[src/source/cp0_pkg.sv]
package cp0_pkg;

    localparam int DATA_W = 32;

    // cp0 register numbers
    typedef enum logic [4:0] {
        REG_BADVADDR = 5'd8,
        REG_COUNT    = 5'd9,
        REG_COMPARE  = 5'd11,
        REG_STATUS   = 5'd12,
        REG_CAUSE    = 5'd13,
        REG_EPC      = 5'd14,
        REG_PRID     = 5'd15,
        REG_CONFIG   = 5'd16
    } cp0_addr_e;

    // event presented by the pipeline in a cycle
    typedef enum logic [3:0] {
        EXC_NONE, EXC_INT, EXC_ADEL, EXC_ADES,
        EXC_SYS,  EXC_BP,  EXC_RI,   EXC_OV,
        EXC_TR,   EXC_TLBL, EXC_TLBS, EXC_MOD,
        EXC_ERET
    } exc_op_e;

    // cause excode field
    typedef enum logic [4:0] {
        CODE_INT  = 5'd0,
        CODE_MOD  = 5'd1,
        CODE_TLBL = 5'd2,
        CODE_TLBS = 5'd3,
        CODE_ADEL = 5'd4,
        CODE_ADES = 5'd5,
        CODE_SYS  = 5'd8,
        CODE_BP   = 5'd9,
        CODE_RI   = 5'd10,
        CODE_OV   = 5'd12,
        CODE_TR   = 5'd13
    } exc_code_e;

    typedef enum logic {ST_NORMAL, ST_EXCEPTION} exc_state_e;

    localparam int STATUS_EXL_BIT = 1;
    localparam int CAUSE_BD_BIT   = 31;

    localparam logic [DATA_W-1:0] STATUS_RESET = 32'h1000_0000;  // cu0 set

endpackage

[src/source/cp0_timer.sv]
`timescale 1ns/1ps

module cp0_timer #(
    parameter int COUNT_DIV = 2
) (
    input  logic                       clk,
    input  logic                       rst,
    input  logic                       we_i,
    input  cp0_pkg::cp0_addr_e         waddr_i,
    input  logic [cp0_pkg::DATA_W-1:0] data_i,
    output logic [cp0_pkg::DATA_W-1:0] count_o,
    output logic [cp0_pkg::DATA_W-1:0] compare_o,
    output logic                       timer_int_o
);

    localparam int DIV_W = (COUNT_DIV > 1) ? $clog2(COUNT_DIV) : 1;

    logic [DIV_W-1:0] div_cnt;
    logic             tick;

    assign tick = (div_cnt == DIV_W'(COUNT_DIV - 1));

    // free running prescaler
    always_ff @(posedge clk) begin
        if (rst) begin
            div_cnt <= '0;
        end else if (tick) begin
            div_cnt <= '0;
        end else begin
            div_cnt <= div_cnt + 1'b1;
        end
    end

    always_ff @(posedge clk) begin
        if (rst) begin
            count_o <= '0;
        end else if (we_i && waddr_i == cp0_pkg::REG_COUNT) begin
            count_o <= data_i;  // software load beats the tick
        end else if (tick) begin
            count_o <= count_o + 1'b1;
        end
    end

    always_ff @(posedge clk) begin
        if (rst) begin
            compare_o   <= '0;
            timer_int_o <= 1'b0;
        end else if (we_i && waddr_i == cp0_pkg::REG_COMPARE) begin
            compare_o   <= data_i;
            timer_int_o <= 1'b0;  // writing compare acks the interrupt
        end else if (compare_o != '0 && count_o == compare_o) begin
            timer_int_o <= 1'b1;
        end
    end

    // a rising interrupt needs a nonzero compare on the edge before
    assert property (@(posedge clk) disable iff (rst)
        !timer_int_o ##1 timer_int_o |-> $past(compare_o) != '0)
        else $error("timer interrupt set with compare zero");

endmodule

[src/source/cp0_exc_fsm.sv]
`timescale 1ns/1ps

module cp0_exc_fsm (
    input  logic                       clk,
    input  logic                       rst,
    input  logic                       we_i,
    input  cp0_pkg::cp0_addr_e         waddr_i,
    input  logic [cp0_pkg::DATA_W-1:0] data_i,
    input  cp0_pkg::exc_op_e           exc_op_i,
    output logic                       exl_o,
    output logic                       epc_load_o,
    output logic                       cause_load_o,
    output logic                       badvaddr_load_o,
    output cp0_pkg::exc_code_e         exc_code_o
);

    cp0_pkg::exc_state_e state, state_nxt;
    logic                exc_taken;
    logic                eret;
    logic                status_wr;

    assign exc_taken = (exc_op_i != cp0_pkg::EXC_NONE) && (exc_op_i != cp0_pkg::EXC_ERET);
    assign eret      = (exc_op_i == cp0_pkg::EXC_ERET);
    assign status_wr = we_i && (waddr_i == cp0_pkg::REG_STATUS);

    always_comb begin
        state_nxt = state;
        if (exc_taken) begin
            state_nxt = cp0_pkg::ST_EXCEPTION;
        end else if (eret) begin
            state_nxt = cp0_pkg::ST_NORMAL;
        end else if (status_wr) begin
            state_nxt = data_i[cp0_pkg::STATUS_EXL_BIT] ? cp0_pkg::ST_EXCEPTION
                                                         : cp0_pkg::ST_NORMAL;
        end
    end

    always_ff @(posedge clk) begin
        if (rst) begin
            state <= cp0_pkg::ST_NORMAL;
        end else begin
            state <= state_nxt;
        end
    end

    assign exl_o        = (state == cp0_pkg::ST_EXCEPTION);
    assign epc_load_o   = exc_taken && (state == cp0_pkg::ST_NORMAL);  // no epc on nesting
    assign cause_load_o = exc_taken;

    always_comb begin
        case (exc_op_i)
            cp0_pkg::EXC_ADEL: exc_code_o = cp0_pkg::CODE_ADEL;
            cp0_pkg::EXC_ADES: exc_code_o = cp0_pkg::CODE_ADES;
            cp0_pkg::EXC_TLBL: exc_code_o = cp0_pkg::CODE_TLBL;
            cp0_pkg::EXC_TLBS: exc_code_o = cp0_pkg::CODE_TLBS;
            cp0_pkg::EXC_MOD:  exc_code_o = cp0_pkg::CODE_MOD;
            cp0_pkg::EXC_SYS:  exc_code_o = cp0_pkg::CODE_SYS;
            cp0_pkg::EXC_BP:   exc_code_o = cp0_pkg::CODE_BP;
            cp0_pkg::EXC_RI:   exc_code_o = cp0_pkg::CODE_RI;
            cp0_pkg::EXC_OV:   exc_code_o = cp0_pkg::CODE_OV;
            cp0_pkg::EXC_TR:   exc_code_o = cp0_pkg::CODE_TR;
            default:           exc_code_o = cp0_pkg::CODE_INT;
        endcase
    end

    // address and tlb faults report the failing address
    always_comb begin
        case (exc_op_i)
            cp0_pkg::EXC_ADEL, cp0_pkg::EXC_ADES, cp0_pkg::EXC_TLBL,
            cp0_pkg::EXC_TLBS, cp0_pkg::EXC_MOD: badvaddr_load_o = 1'b1;
            default:                             badvaddr_load_o = 1'b0;
        endcase
    end

    // an epc load is always a full entry, exl must follow on the next cycle
    assert property (@(posedge clk) disable iff (rst)
        epc_load_o |-> cause_load_o ##1 exl_o)
        else $error("exception entry without cause load or exl");

endmodule

[src/source/cp0_regs.sv]
`timescale 1ns/1ps

module cp0_regs #(
    parameter logic [31:0] PRID_VALUE = 32'h0000_4220
) (
    input  logic                       clk,
    input  logic                       rst,
    input  logic                       we_i,
    input  cp0_pkg::cp0_addr_e         waddr_i,
    input  logic [cp0_pkg::DATA_W-1:0] data_i,
    input  cp0_pkg::cp0_addr_e         raddr_i,
    input  logic [2:0]                 rsel_i,
    input  logic [5:0]                 int_i,
    input  logic [cp0_pkg::DATA_W-1:0] pc_i,
    input  logic                       bd_i,
    input  logic [cp0_pkg::DATA_W-1:0] bad_vaddr_i,
    input  logic                       exl_i,
    input  logic                       epc_load_i,
    input  logic                       cause_load_i,
    input  logic                       badvaddr_load_i,
    input  cp0_pkg::exc_code_e         exc_code_i,
    input  logic [cp0_pkg::DATA_W-1:0] count_i,
    input  logic [cp0_pkg::DATA_W-1:0] compare_i,
    output logic [cp0_pkg::DATA_W-1:0] data_o
);

    // fixed config words, kseg0 cacheable
    localparam logic [cp0_pkg::DATA_W-1:0] CONFIG_VALUE  = 32'h8000_0083;
    localparam logic [cp0_pkg::DATA_W-1:0] CONFIG1_VALUE = 32'h0021_1080;

    logic [cp0_pkg::DATA_W-1:0] status_q;
    logic [cp0_pkg::DATA_W-1:0] status_rd;
    logic [cp0_pkg::DATA_W-1:0] cause_q;
    logic [cp0_pkg::DATA_W-1:0] epc_q;
    logic [cp0_pkg::DATA_W-1:0] badvaddr_q;

    always_ff @(posedge clk) begin
        if (rst) begin
            status_q <= cp0_pkg::STATUS_RESET;
        end else if (we_i && waddr_i == cp0_pkg::REG_STATUS) begin
            status_q <= data_i;
        end
    end

    // exl lives in the fsm
    always_comb begin
        status_rd = status_q;
        status_rd[cp0_pkg::STATUS_EXL_BIT] = exl_i;
    end

    always_ff @(posedge clk) begin
        if (rst) begin
            cause_q <= '0;
        end else begin
            cause_q[15:10] <= int_i;  // ip7..ip2
            if (we_i && waddr_i == cp0_pkg::REG_CAUSE) begin
                cause_q[9:8] <= data_i[9:8];  // sw interrupts
                cause_q[23]  <= data_i[23];
                cause_q[22]  <= data_i[22];
            end
            if (cause_load_i) begin
                cause_q[6:2] <= exc_code_i;
            end
            if (epc_load_i) begin
                cause_q[cp0_pkg::CAUSE_BD_BIT] <= bd_i;
            end
        end
    end

    always_ff @(posedge clk) begin
        if (rst) begin
            epc_q <= '0;
        end else if (epc_load_i) begin
            epc_q <= bd_i ? pc_i - 32'd4 : pc_i;  // point back at the branch
        end else if (we_i && waddr_i == cp0_pkg::REG_EPC) begin
            epc_q <= data_i;
        end
    end

    always_ff @(posedge clk) begin
        if (rst) begin
            badvaddr_q <= '0;
        end else if (badvaddr_load_i) begin
            badvaddr_q <= bad_vaddr_i;
        end else if (we_i && waddr_i == cp0_pkg::REG_BADVADDR) begin
            badvaddr_q <= data_i;
        end
    end

    always_comb begin
        case (raddr_i)
            cp0_pkg::REG_BADVADDR: data_o = badvaddr_q;
            cp0_pkg::REG_COUNT:    data_o = count_i;
            cp0_pkg::REG_COMPARE:  data_o = compare_i;
            cp0_pkg::REG_STATUS:   data_o = status_rd;
            cp0_pkg::REG_CAUSE:    data_o = cause_q;
            cp0_pkg::REG_EPC:      data_o = epc_q;
            cp0_pkg::REG_PRID: begin
                data_o = (rsel_i == 3'd0) ? PRID_VALUE : '0;
            end
            cp0_pkg::REG_CONFIG: begin
                case (rsel_i)
                    3'd0:    data_o = CONFIG_VALUE;
                    3'd1:    data_o = CONFIG1_VALUE;
                    default: data_o = '0;
                endcase
            end
            default: data_o = '0;
        endcase
    end

    // nested exceptions must keep the first return address
    assert property (@(posedge clk) disable iff (rst) epc_load_i |-> !exl_i)
        else $error("epc reloaded while exl already set");

endmodule

[src/source/cp0_top.sv]
`timescale 1ns/1ps

module cp0_top #(
    parameter int          COUNT_DIV  = 2,
    parameter logic [31:0] PRID_VALUE = 32'h0000_4220
) (
    input  logic                       clk,
    input  logic                       rst,
    input  logic                       we_i,
    input  cp0_pkg::cp0_addr_e         waddr_i,
    input  logic [cp0_pkg::DATA_W-1:0] data_i,
    input  cp0_pkg::cp0_addr_e         raddr_i,
    input  logic [2:0]                 rsel_i,
    input  logic [5:0]                 int_i,
    input  cp0_pkg::exc_op_e           exc_op_i,
    input  logic [cp0_pkg::DATA_W-1:0] pc_i,
    input  logic                       bd_i,
    input  logic [cp0_pkg::DATA_W-1:0] bad_vaddr_i,
    output logic [cp0_pkg::DATA_W-1:0] data_o,
    output logic                       timer_int_o
);

    logic [cp0_pkg::DATA_W-1:0] count;
    logic [cp0_pkg::DATA_W-1:0] compare;
    logic                       exl;
    logic                       epc_load;
    logic                       cause_load;
    logic                       badvaddr_load;
    cp0_pkg::exc_code_e         exc_code;

    cp0_timer #(.COUNT_DIV(COUNT_DIV)) u_timer (
        .clk         (clk),
        .rst         (rst),
        .we_i        (we_i),
        .waddr_i     (waddr_i),
        .data_i      (data_i),
        .count_o     (count),
        .compare_o   (compare),
        .timer_int_o (timer_int_o)
    );

    cp0_exc_fsm u_exc_fsm (
        .clk (clk), .rst (rst), .we_i (we_i), .waddr_i (waddr_i), .data_i (data_i),
        .exc_op_i        (exc_op_i),
        .exl_o           (exl),
        .epc_load_o      (epc_load),
        .cause_load_o    (cause_load),
        .badvaddr_load_o (badvaddr_load),
        .exc_code_o      (exc_code)
    );

    cp0_regs #(.PRID_VALUE(PRID_VALUE)) u_regs (
        .clk (clk), .rst (rst), .we_i (we_i), .waddr_i (waddr_i), .data_i (data_i),
        .raddr_i (raddr_i), .rsel_i (rsel_i), .int_i (int_i),
        .pc_i (pc_i), .bd_i (bd_i), .bad_vaddr_i (bad_vaddr_i),
        .exl_i (exl), .epc_load_i (epc_load), .cause_load_i (cause_load),
        .badvaddr_load_i (badvaddr_load), .exc_code_i (exc_code),
        .count_i (count), .compare_i (compare),
        .data_o (data_o)
    );

endmodule

[config.mk]
export PLATFORM = sky130hd
export DESIGN_NAME = cp0_top
export DESIGN_NICKNAME = d
export VERILOG_FILES = /design/src/source/cp0_pkg.sv /design/src/source/cp0_timer.sv /design/src/source/cp0_exc_fsm.sv /design/src/source/cp0_regs.sv /design/src/source/cp0_top.sv
export SDC_FILE = /design/constraint.sdc
export NUM_CORES = 1
export LEC_CHECK = 0
export BUFFER_PORTS_ARGS = -buffer_cell sky130_fd_sc_hd__buf_2
export CORE_UTILIZATION = 38
export CTS_CLUSTER_DIAMETER = 150
export DETAILED_ROUTE_END_ITERATION = 6
export SYNTH_ARGS = -nofsm -noshare
export SYNTH_HDL_FRONTEND = slang
export SYNTH_HIERARCHICAL = 1
export SYNTH_SLANG_ARGS = --single-unit
export TNS_END_PERCENT = 100
[constraint.sdc]
create_clock -name clk -period 2.9 [get_ports clk]
set_input_delay 0.145 -clock clk [delete_from_list [all_inputs] [get_ports clk]]
set_output_delay 0.145 -clock clk [all_outputs]
set_load 0.05 [all_outputs]
==> tab_implementation.tex <==
\begin{tabular}{lr}
\hline
Metric & Value \\
\hline
\multicolumn{2}{l}{\textbf{Outcome}} \\
\quad Run status & complete, no violations \\
\multicolumn{2}{l}{\textbf{Power and ir drop}} \\
\quad Total power consumption of the routed design & 5.817 mW \\
\quad Share of power burned in registers & 0.456 \\
\quad Cell-internal power & 4.311 mW \\
\quad NetSw & 1.506 mW \\
\quad Power density normalized to cell area & 496.9 nW/µm² \\
\quad Part of the total power dissipated in the clock network & 0.424 \\
\quad Static leakage & 4.540 nW \\
\quad Worst IR drop on VDD & 379.3 µV \\
\quad Part of the power in combinational logic & 0.120 \\
\quad Switching power as a share of total power & 0.2589 \\
\multicolumn{2}{l}{\textbf{Cells and area}} \\
\quad Final design instance area without fill & 11710 µm² \\
\quad Area occupied by multi-input gates & 5866 µm² \\
\quad Nets & 1447 \\
\quad Filler Cell Count & 2466 \\
\quad Leading cell types in the layout, fill and taps excluded & 178 x sky130\_fd\_sc\_hd\_\_dfxtp\_1, 165 x sky130\_fd\_sc\_hd\_\_nand2\_1, 154 x sky130\_fd\_sc\_hd\_\_buf\_2 \\
\quad Commonest non-fill, non-tap cell in the layout & sky130\_fd\_sc\_hd\_\_dfxtp\_1 \\
\quad Layout Area Growth over Synthesis & 17.79\% \\
\quad Finished Layout Cells & 1660 \\
\quad Post-route core utilization & 0.4609 \\
\quad Count of antenna diodes in the layout & 0 \\
\quad Fraction of layout cells with a size suffix above 1 & 0.1789 \\
\quad Footprint of the flip-flops and latches & 3563 µm² \\
\multicolumn{2}{l}{\textbf{Timing}} \\
\quad RSZ-0062 raised after global routing & false \\
\quad Hold WS & 10.85 ps \\
\quad Skew final & 6.079 ps \\
\quad Number of failing hold endpoints at the final stage & 0 \\
\quad Final setup slack of the worst path & 631.7 ps \\
\quad Setup violation total in the final timing report & 0 \\
\quad Worst slew margin relative to its limit & 0.5094 \\
\quad Final sum of negative setup slack & 0 ps \\
\quad Measured slew at the worst slew-check pin & 726.1 ps \\
\quad Maximum clock frequency & 440.9 MHz \\
\quad Post-route fraction of the period consumed by the critical path & 0.7822 \\
\quad Shortest clock period the worst path allows after layout & 2268 ps \\
\quad Final number of max-transition violations & 0 \\
\multicolumn{2}{l}{\textbf{Synth}} \\
\quad Sequential cell area fraction in the yosys report & 0.3585 \\
\quad Count of cell types in the netlist & 69 \\
\quad Synthesized net count & 1335 \\
\quad Yosys Warn Count & 6 \\
\quad Top cells by area in the synthesized netlist & sky130\_fd\_sc\_hd\_\_dfxtp\_1 36\%, sky130\_fd\_sc\_hd\_\_a211oi\_1 7.5\%, sky130\_fd\_sc\_hd\_\_nand2\_1 6.2\% \\
\quad Largest area contributor in the synthesized netlist & sky130\_fd\_sc\_hd\_\_dfxtp\_1 \\
\quad Ys async rst share & 0 \\
\quad Count of flip-flops with a built-in enable after synthesis & 0 \\
\quad Most used DFF post-synth & sky130\_fd\_sc\_hd\_\_dfxtp\_1 \\
\quad Cell Area, Synth & 9940 µm² \\
\quad Post-synthesis area per instance & 8.249 µm² \\
\quad Cells after Synth & 1205 \\
\quad Yosys reg bits & 178 \\
\quad Area share of the largest cell type after synthesis & 0.3585 \\
\multicolumn{2}{l}{\textbf{Setup path}} \\
\quad Data arrival time at the worst-slack endpoint & 2610 ps \\
\quad Crit path max-delay cell type & sky130\_fd\_sc\_hd\_\_or4b\_1 \\
\quad Top Family by Delay on Critical Path & simple AND/OR/NAND/NOR gates \\
\quad Critical path startpoint & u\_timer/count\_o[12]\$\_SDFFE\_PP0P\_ \\
\quad Cells along the critical path & nand4\_2 > or4b\_1 > or3\_1 > a311oi\_1 \\
\quad Critical path destination & u\_timer/count\_o[24]\$\_SDFFE\_PP0P\_ \\
\quad Worst reg2reg path depth & 4 \\
\quad Worst setup SP type & register \\
\quad Number of buffer and inverter stages on the critical path & 0 \\
\quad Crit path max fanout & 9 \\
\quad Launch point of the worst reg-to-reg path & u\_timer/count\_o[12]\$\_SDFFE\_PP0P\_ \\
\quad Worst Setup Path Type & register to register \\
\quad Worst R2R End & u\_timer/count\_o[24]\$\_SDFFE\_PP0P\_ \\
\quad Crit path depth & 4 \\
\quad Critical path required time & 3240 ps \\
\quad Critical path endpoint category & register \\
\quad Largest stage delay on the critical path & 800 ps \\
\quad FF-to-FF setup slack & 630 ps \\
\multicolumn{2}{l}{\textbf{Routing}} \\
\quad First-iteration detailed-routing DRC count & 1026 \\
\quad Total Routed Length & 36000 µm \\
\quad Drt via density & 5.919 \\
\quad Remaining number of nets flagged by the antenna check after routing & 0 \\
\quad Number of DRC violations after detailed routing & 0 \\
\quad DR vias & 9826 \\
\quad Avg WL per Cell & 21.69 µm \\
\quad Detailed Routing Iterations Pass 1 & 5 \\
\multicolumn{2}{l}{\textbf{Clock tree}} \\
\quad TritonCTS clock tree & yes \\
\quad Master cell of the clock root buffer & sky130\_fd\_sc\_hd\_\_clkbuf\_16 \\
\quad Total clock sinks & 178 \\
\quad Worst-Skew Late Latency & 430 ps \\
\quad Clock buffers created by TritonCTS & 17 \\
\quad Number of buffers between clock root and the deepest sink & 2 \\
\quad CTS clk-pin slew, worst paths & 70 ps \\
\quad Quantity of gates resized following cts & 0 \\
\quad H-Tree Level Count & 4 \\
\multicolumn{2}{l}{\textbf{Global route}} \\
\quad GRT Residual Overflow & 0 \\
\quad Wire length of the first global-routing pass & 54360 µm \\
\quad Largest net degree at the start of global routing & 115 \\
\quad Initial antenna violation count & 1 \\
\quad Via count of the first global-routing pass & 9019 \\
\quad Overall global routing resource usage & 0.2697 \\
\multicolumn{2}{l}{\textbf{Hold path}} \\
\quad Worst min-delay path category & primary input to register \\
\multicolumn{2}{l}{\textbf{Floorplan}} \\
\quad Boundary pin count & 156 \\
\quad Floorplan die width & 163.7 µm \\
\quad Number of placement rows & 58 \\
\quad Core area & 25400 µm² \\
\quad DIE AREA & 26810 µm² \\
\quad Starting density of the core & 0.3913 \\
\quad Die span in y & 163.7 µm \\
\multicolumn{2}{l}{\textbf{Placement}} \\
\quad Placed cell area & 10860 µm² \\
\quad Number of buffer cells added on primary ports & 155 \\
\quad HPWL after DPL & 25700 µm \\
\quad Cell count after placement & 1606 \\
\quad Global placement routability congestion & 0.9502 \\
\quad Pre-CTS setup slack & 531.7 ps \\
\multicolumn{2}{l}{\textbf{Job}} \\
\quad \# Max-Cap Violations & 0 \\
\hline
\end{tabular}
registers in the layout, summed over array words and instances, names as in the netlist:
signal / flops
u_exc_fsm/exl_o: 1
u_regs/epc_q: 32
u_timer/compare_o: 32
u_regs/cause_q: 16
u_timer/div_cnt: 1
u_regs/badvaddr_q: 32
u_regs/status_q: 31
u_timer/count_o: 32
u_timer/timer_int_o: 1
tightest hold or removal path: cells and delay by family:
family                 cells  cell delay (ps)
AO/OA/AOI/OAI              1               50
buffers and inverters      1              100
AND/OR/NAND/NOR            1               90
worst min path at each step:
stage	slack, ps	cells after the start	from	endpoint
final	10	3	bad_vaddr_i[9]	u_regs/badvaddr_q[9]$_SDFFE_PP0P_
after global placement	360	2	int_i[0]	u_regs/cause_q[10]$_SDFF_PP0_
after CTS	0.7	3	bad_vaddr_i[20]	u_regs/badvaddr_q[20]$_SDFFE_PP0P_
after detailed placement	360	2	int_i[0]	u_regs/cause_q[10]$_SDFF_PP0_
after floorplan	270	2	data_i[28]	u_regs/status_q[28]$_SDFFE_PP1P_
after global routing	10	3	bad_vaddr_i[9]	u_regs/badvaddr_q[9]$_SDFFE_PP0P_
power by group through the flow:
stage               registers [mW]  clock network (mW)  logic (mW)
global route                  2.66                2.59       0.754
floorplan                     2.66                   0       0.395
finish                        2.65                2.47       0.697
CTS                           2.65                2.49       0.689
global placement              2.70                   0       0.662
detailed placement            2.70                   0       0.663
cell type report:
type,count,area share
clock buffer,24,0.04029
inverter,12,0.003847
multi-input combinational,910,0.5010
timing repair buffer,198,0.1023
clock inverter,8,0.01293
sequential,178,0.3044
tap,330,0.03527
synth_stat cells (17+ instances only):
cell and n:
sky130_fd_sc_hd__a211oi_1 99, sky130_fd_sc_hd__a21oi_1 63, sky130_fd_sc_hd__a22oi_1 58, sky130_fd_sc_hd__and3_1 32
sky130_fd_sc_hd__clkbuf_1 78, sky130_fd_sc_hd__dfxtp_1 178, sky130_fd_sc_hd__mux2i_1 48, sky130_fd_sc_hd__nand2_1 165
sky130_fd_sc_hd__nand3_1 49, sky130_fd_sc_hd__nand4_1 25, sky130_fd_sc_hd__nor2_1 89, sky130_fd_sc_hd__nor4_1 18
sky130_fd_sc_hd__or4_1 17, sky130_fd_sc_hd__xnor2_1 48, sky130_fd_sc_hd__xor2_1 23
kinds of logic after synthesis:
logic type                 count (synthesis)  share of synthesized area
DFF                                      178                     0.3585
other                                      1                  0.0003773
buffers and inverters                    117                    0.05639
muxes                                     48                    0.04834
and+or+nand+nor                          487                     0.2531
adders and majority gates                  7                   0.008811
xor gates and xnor gates                  71                    0.06256
AOI/OAI and AO/OA                        296                     0.2119
timing repair:
action                     in CTS  in global routing
buffers inserted                0                  0
setup endpoints to repair       0                  0
hold endpoints to repair       22                  0
hold buffers                   22                  0
metal layers:
| layer | up-vias | GRT usage | wire length [µm] | share of wire |
|---|---|---|---|---|
| met3 | 35 | 0.05404 | 2890 | 0.080 |
| met1 | 4686 | 0.3876 | 16580 | 0.46 |
| met2 | 427 | 0.4037 | 15780 | 0.44 |
| met5 | - | 0 | 0 | 0 |
| li1 | 4678 | - | - | - |
| met4 | 0 | 0.07912 | 758 | 0.021 |
No activity file was read; power rests on OpenSTA's default activity.
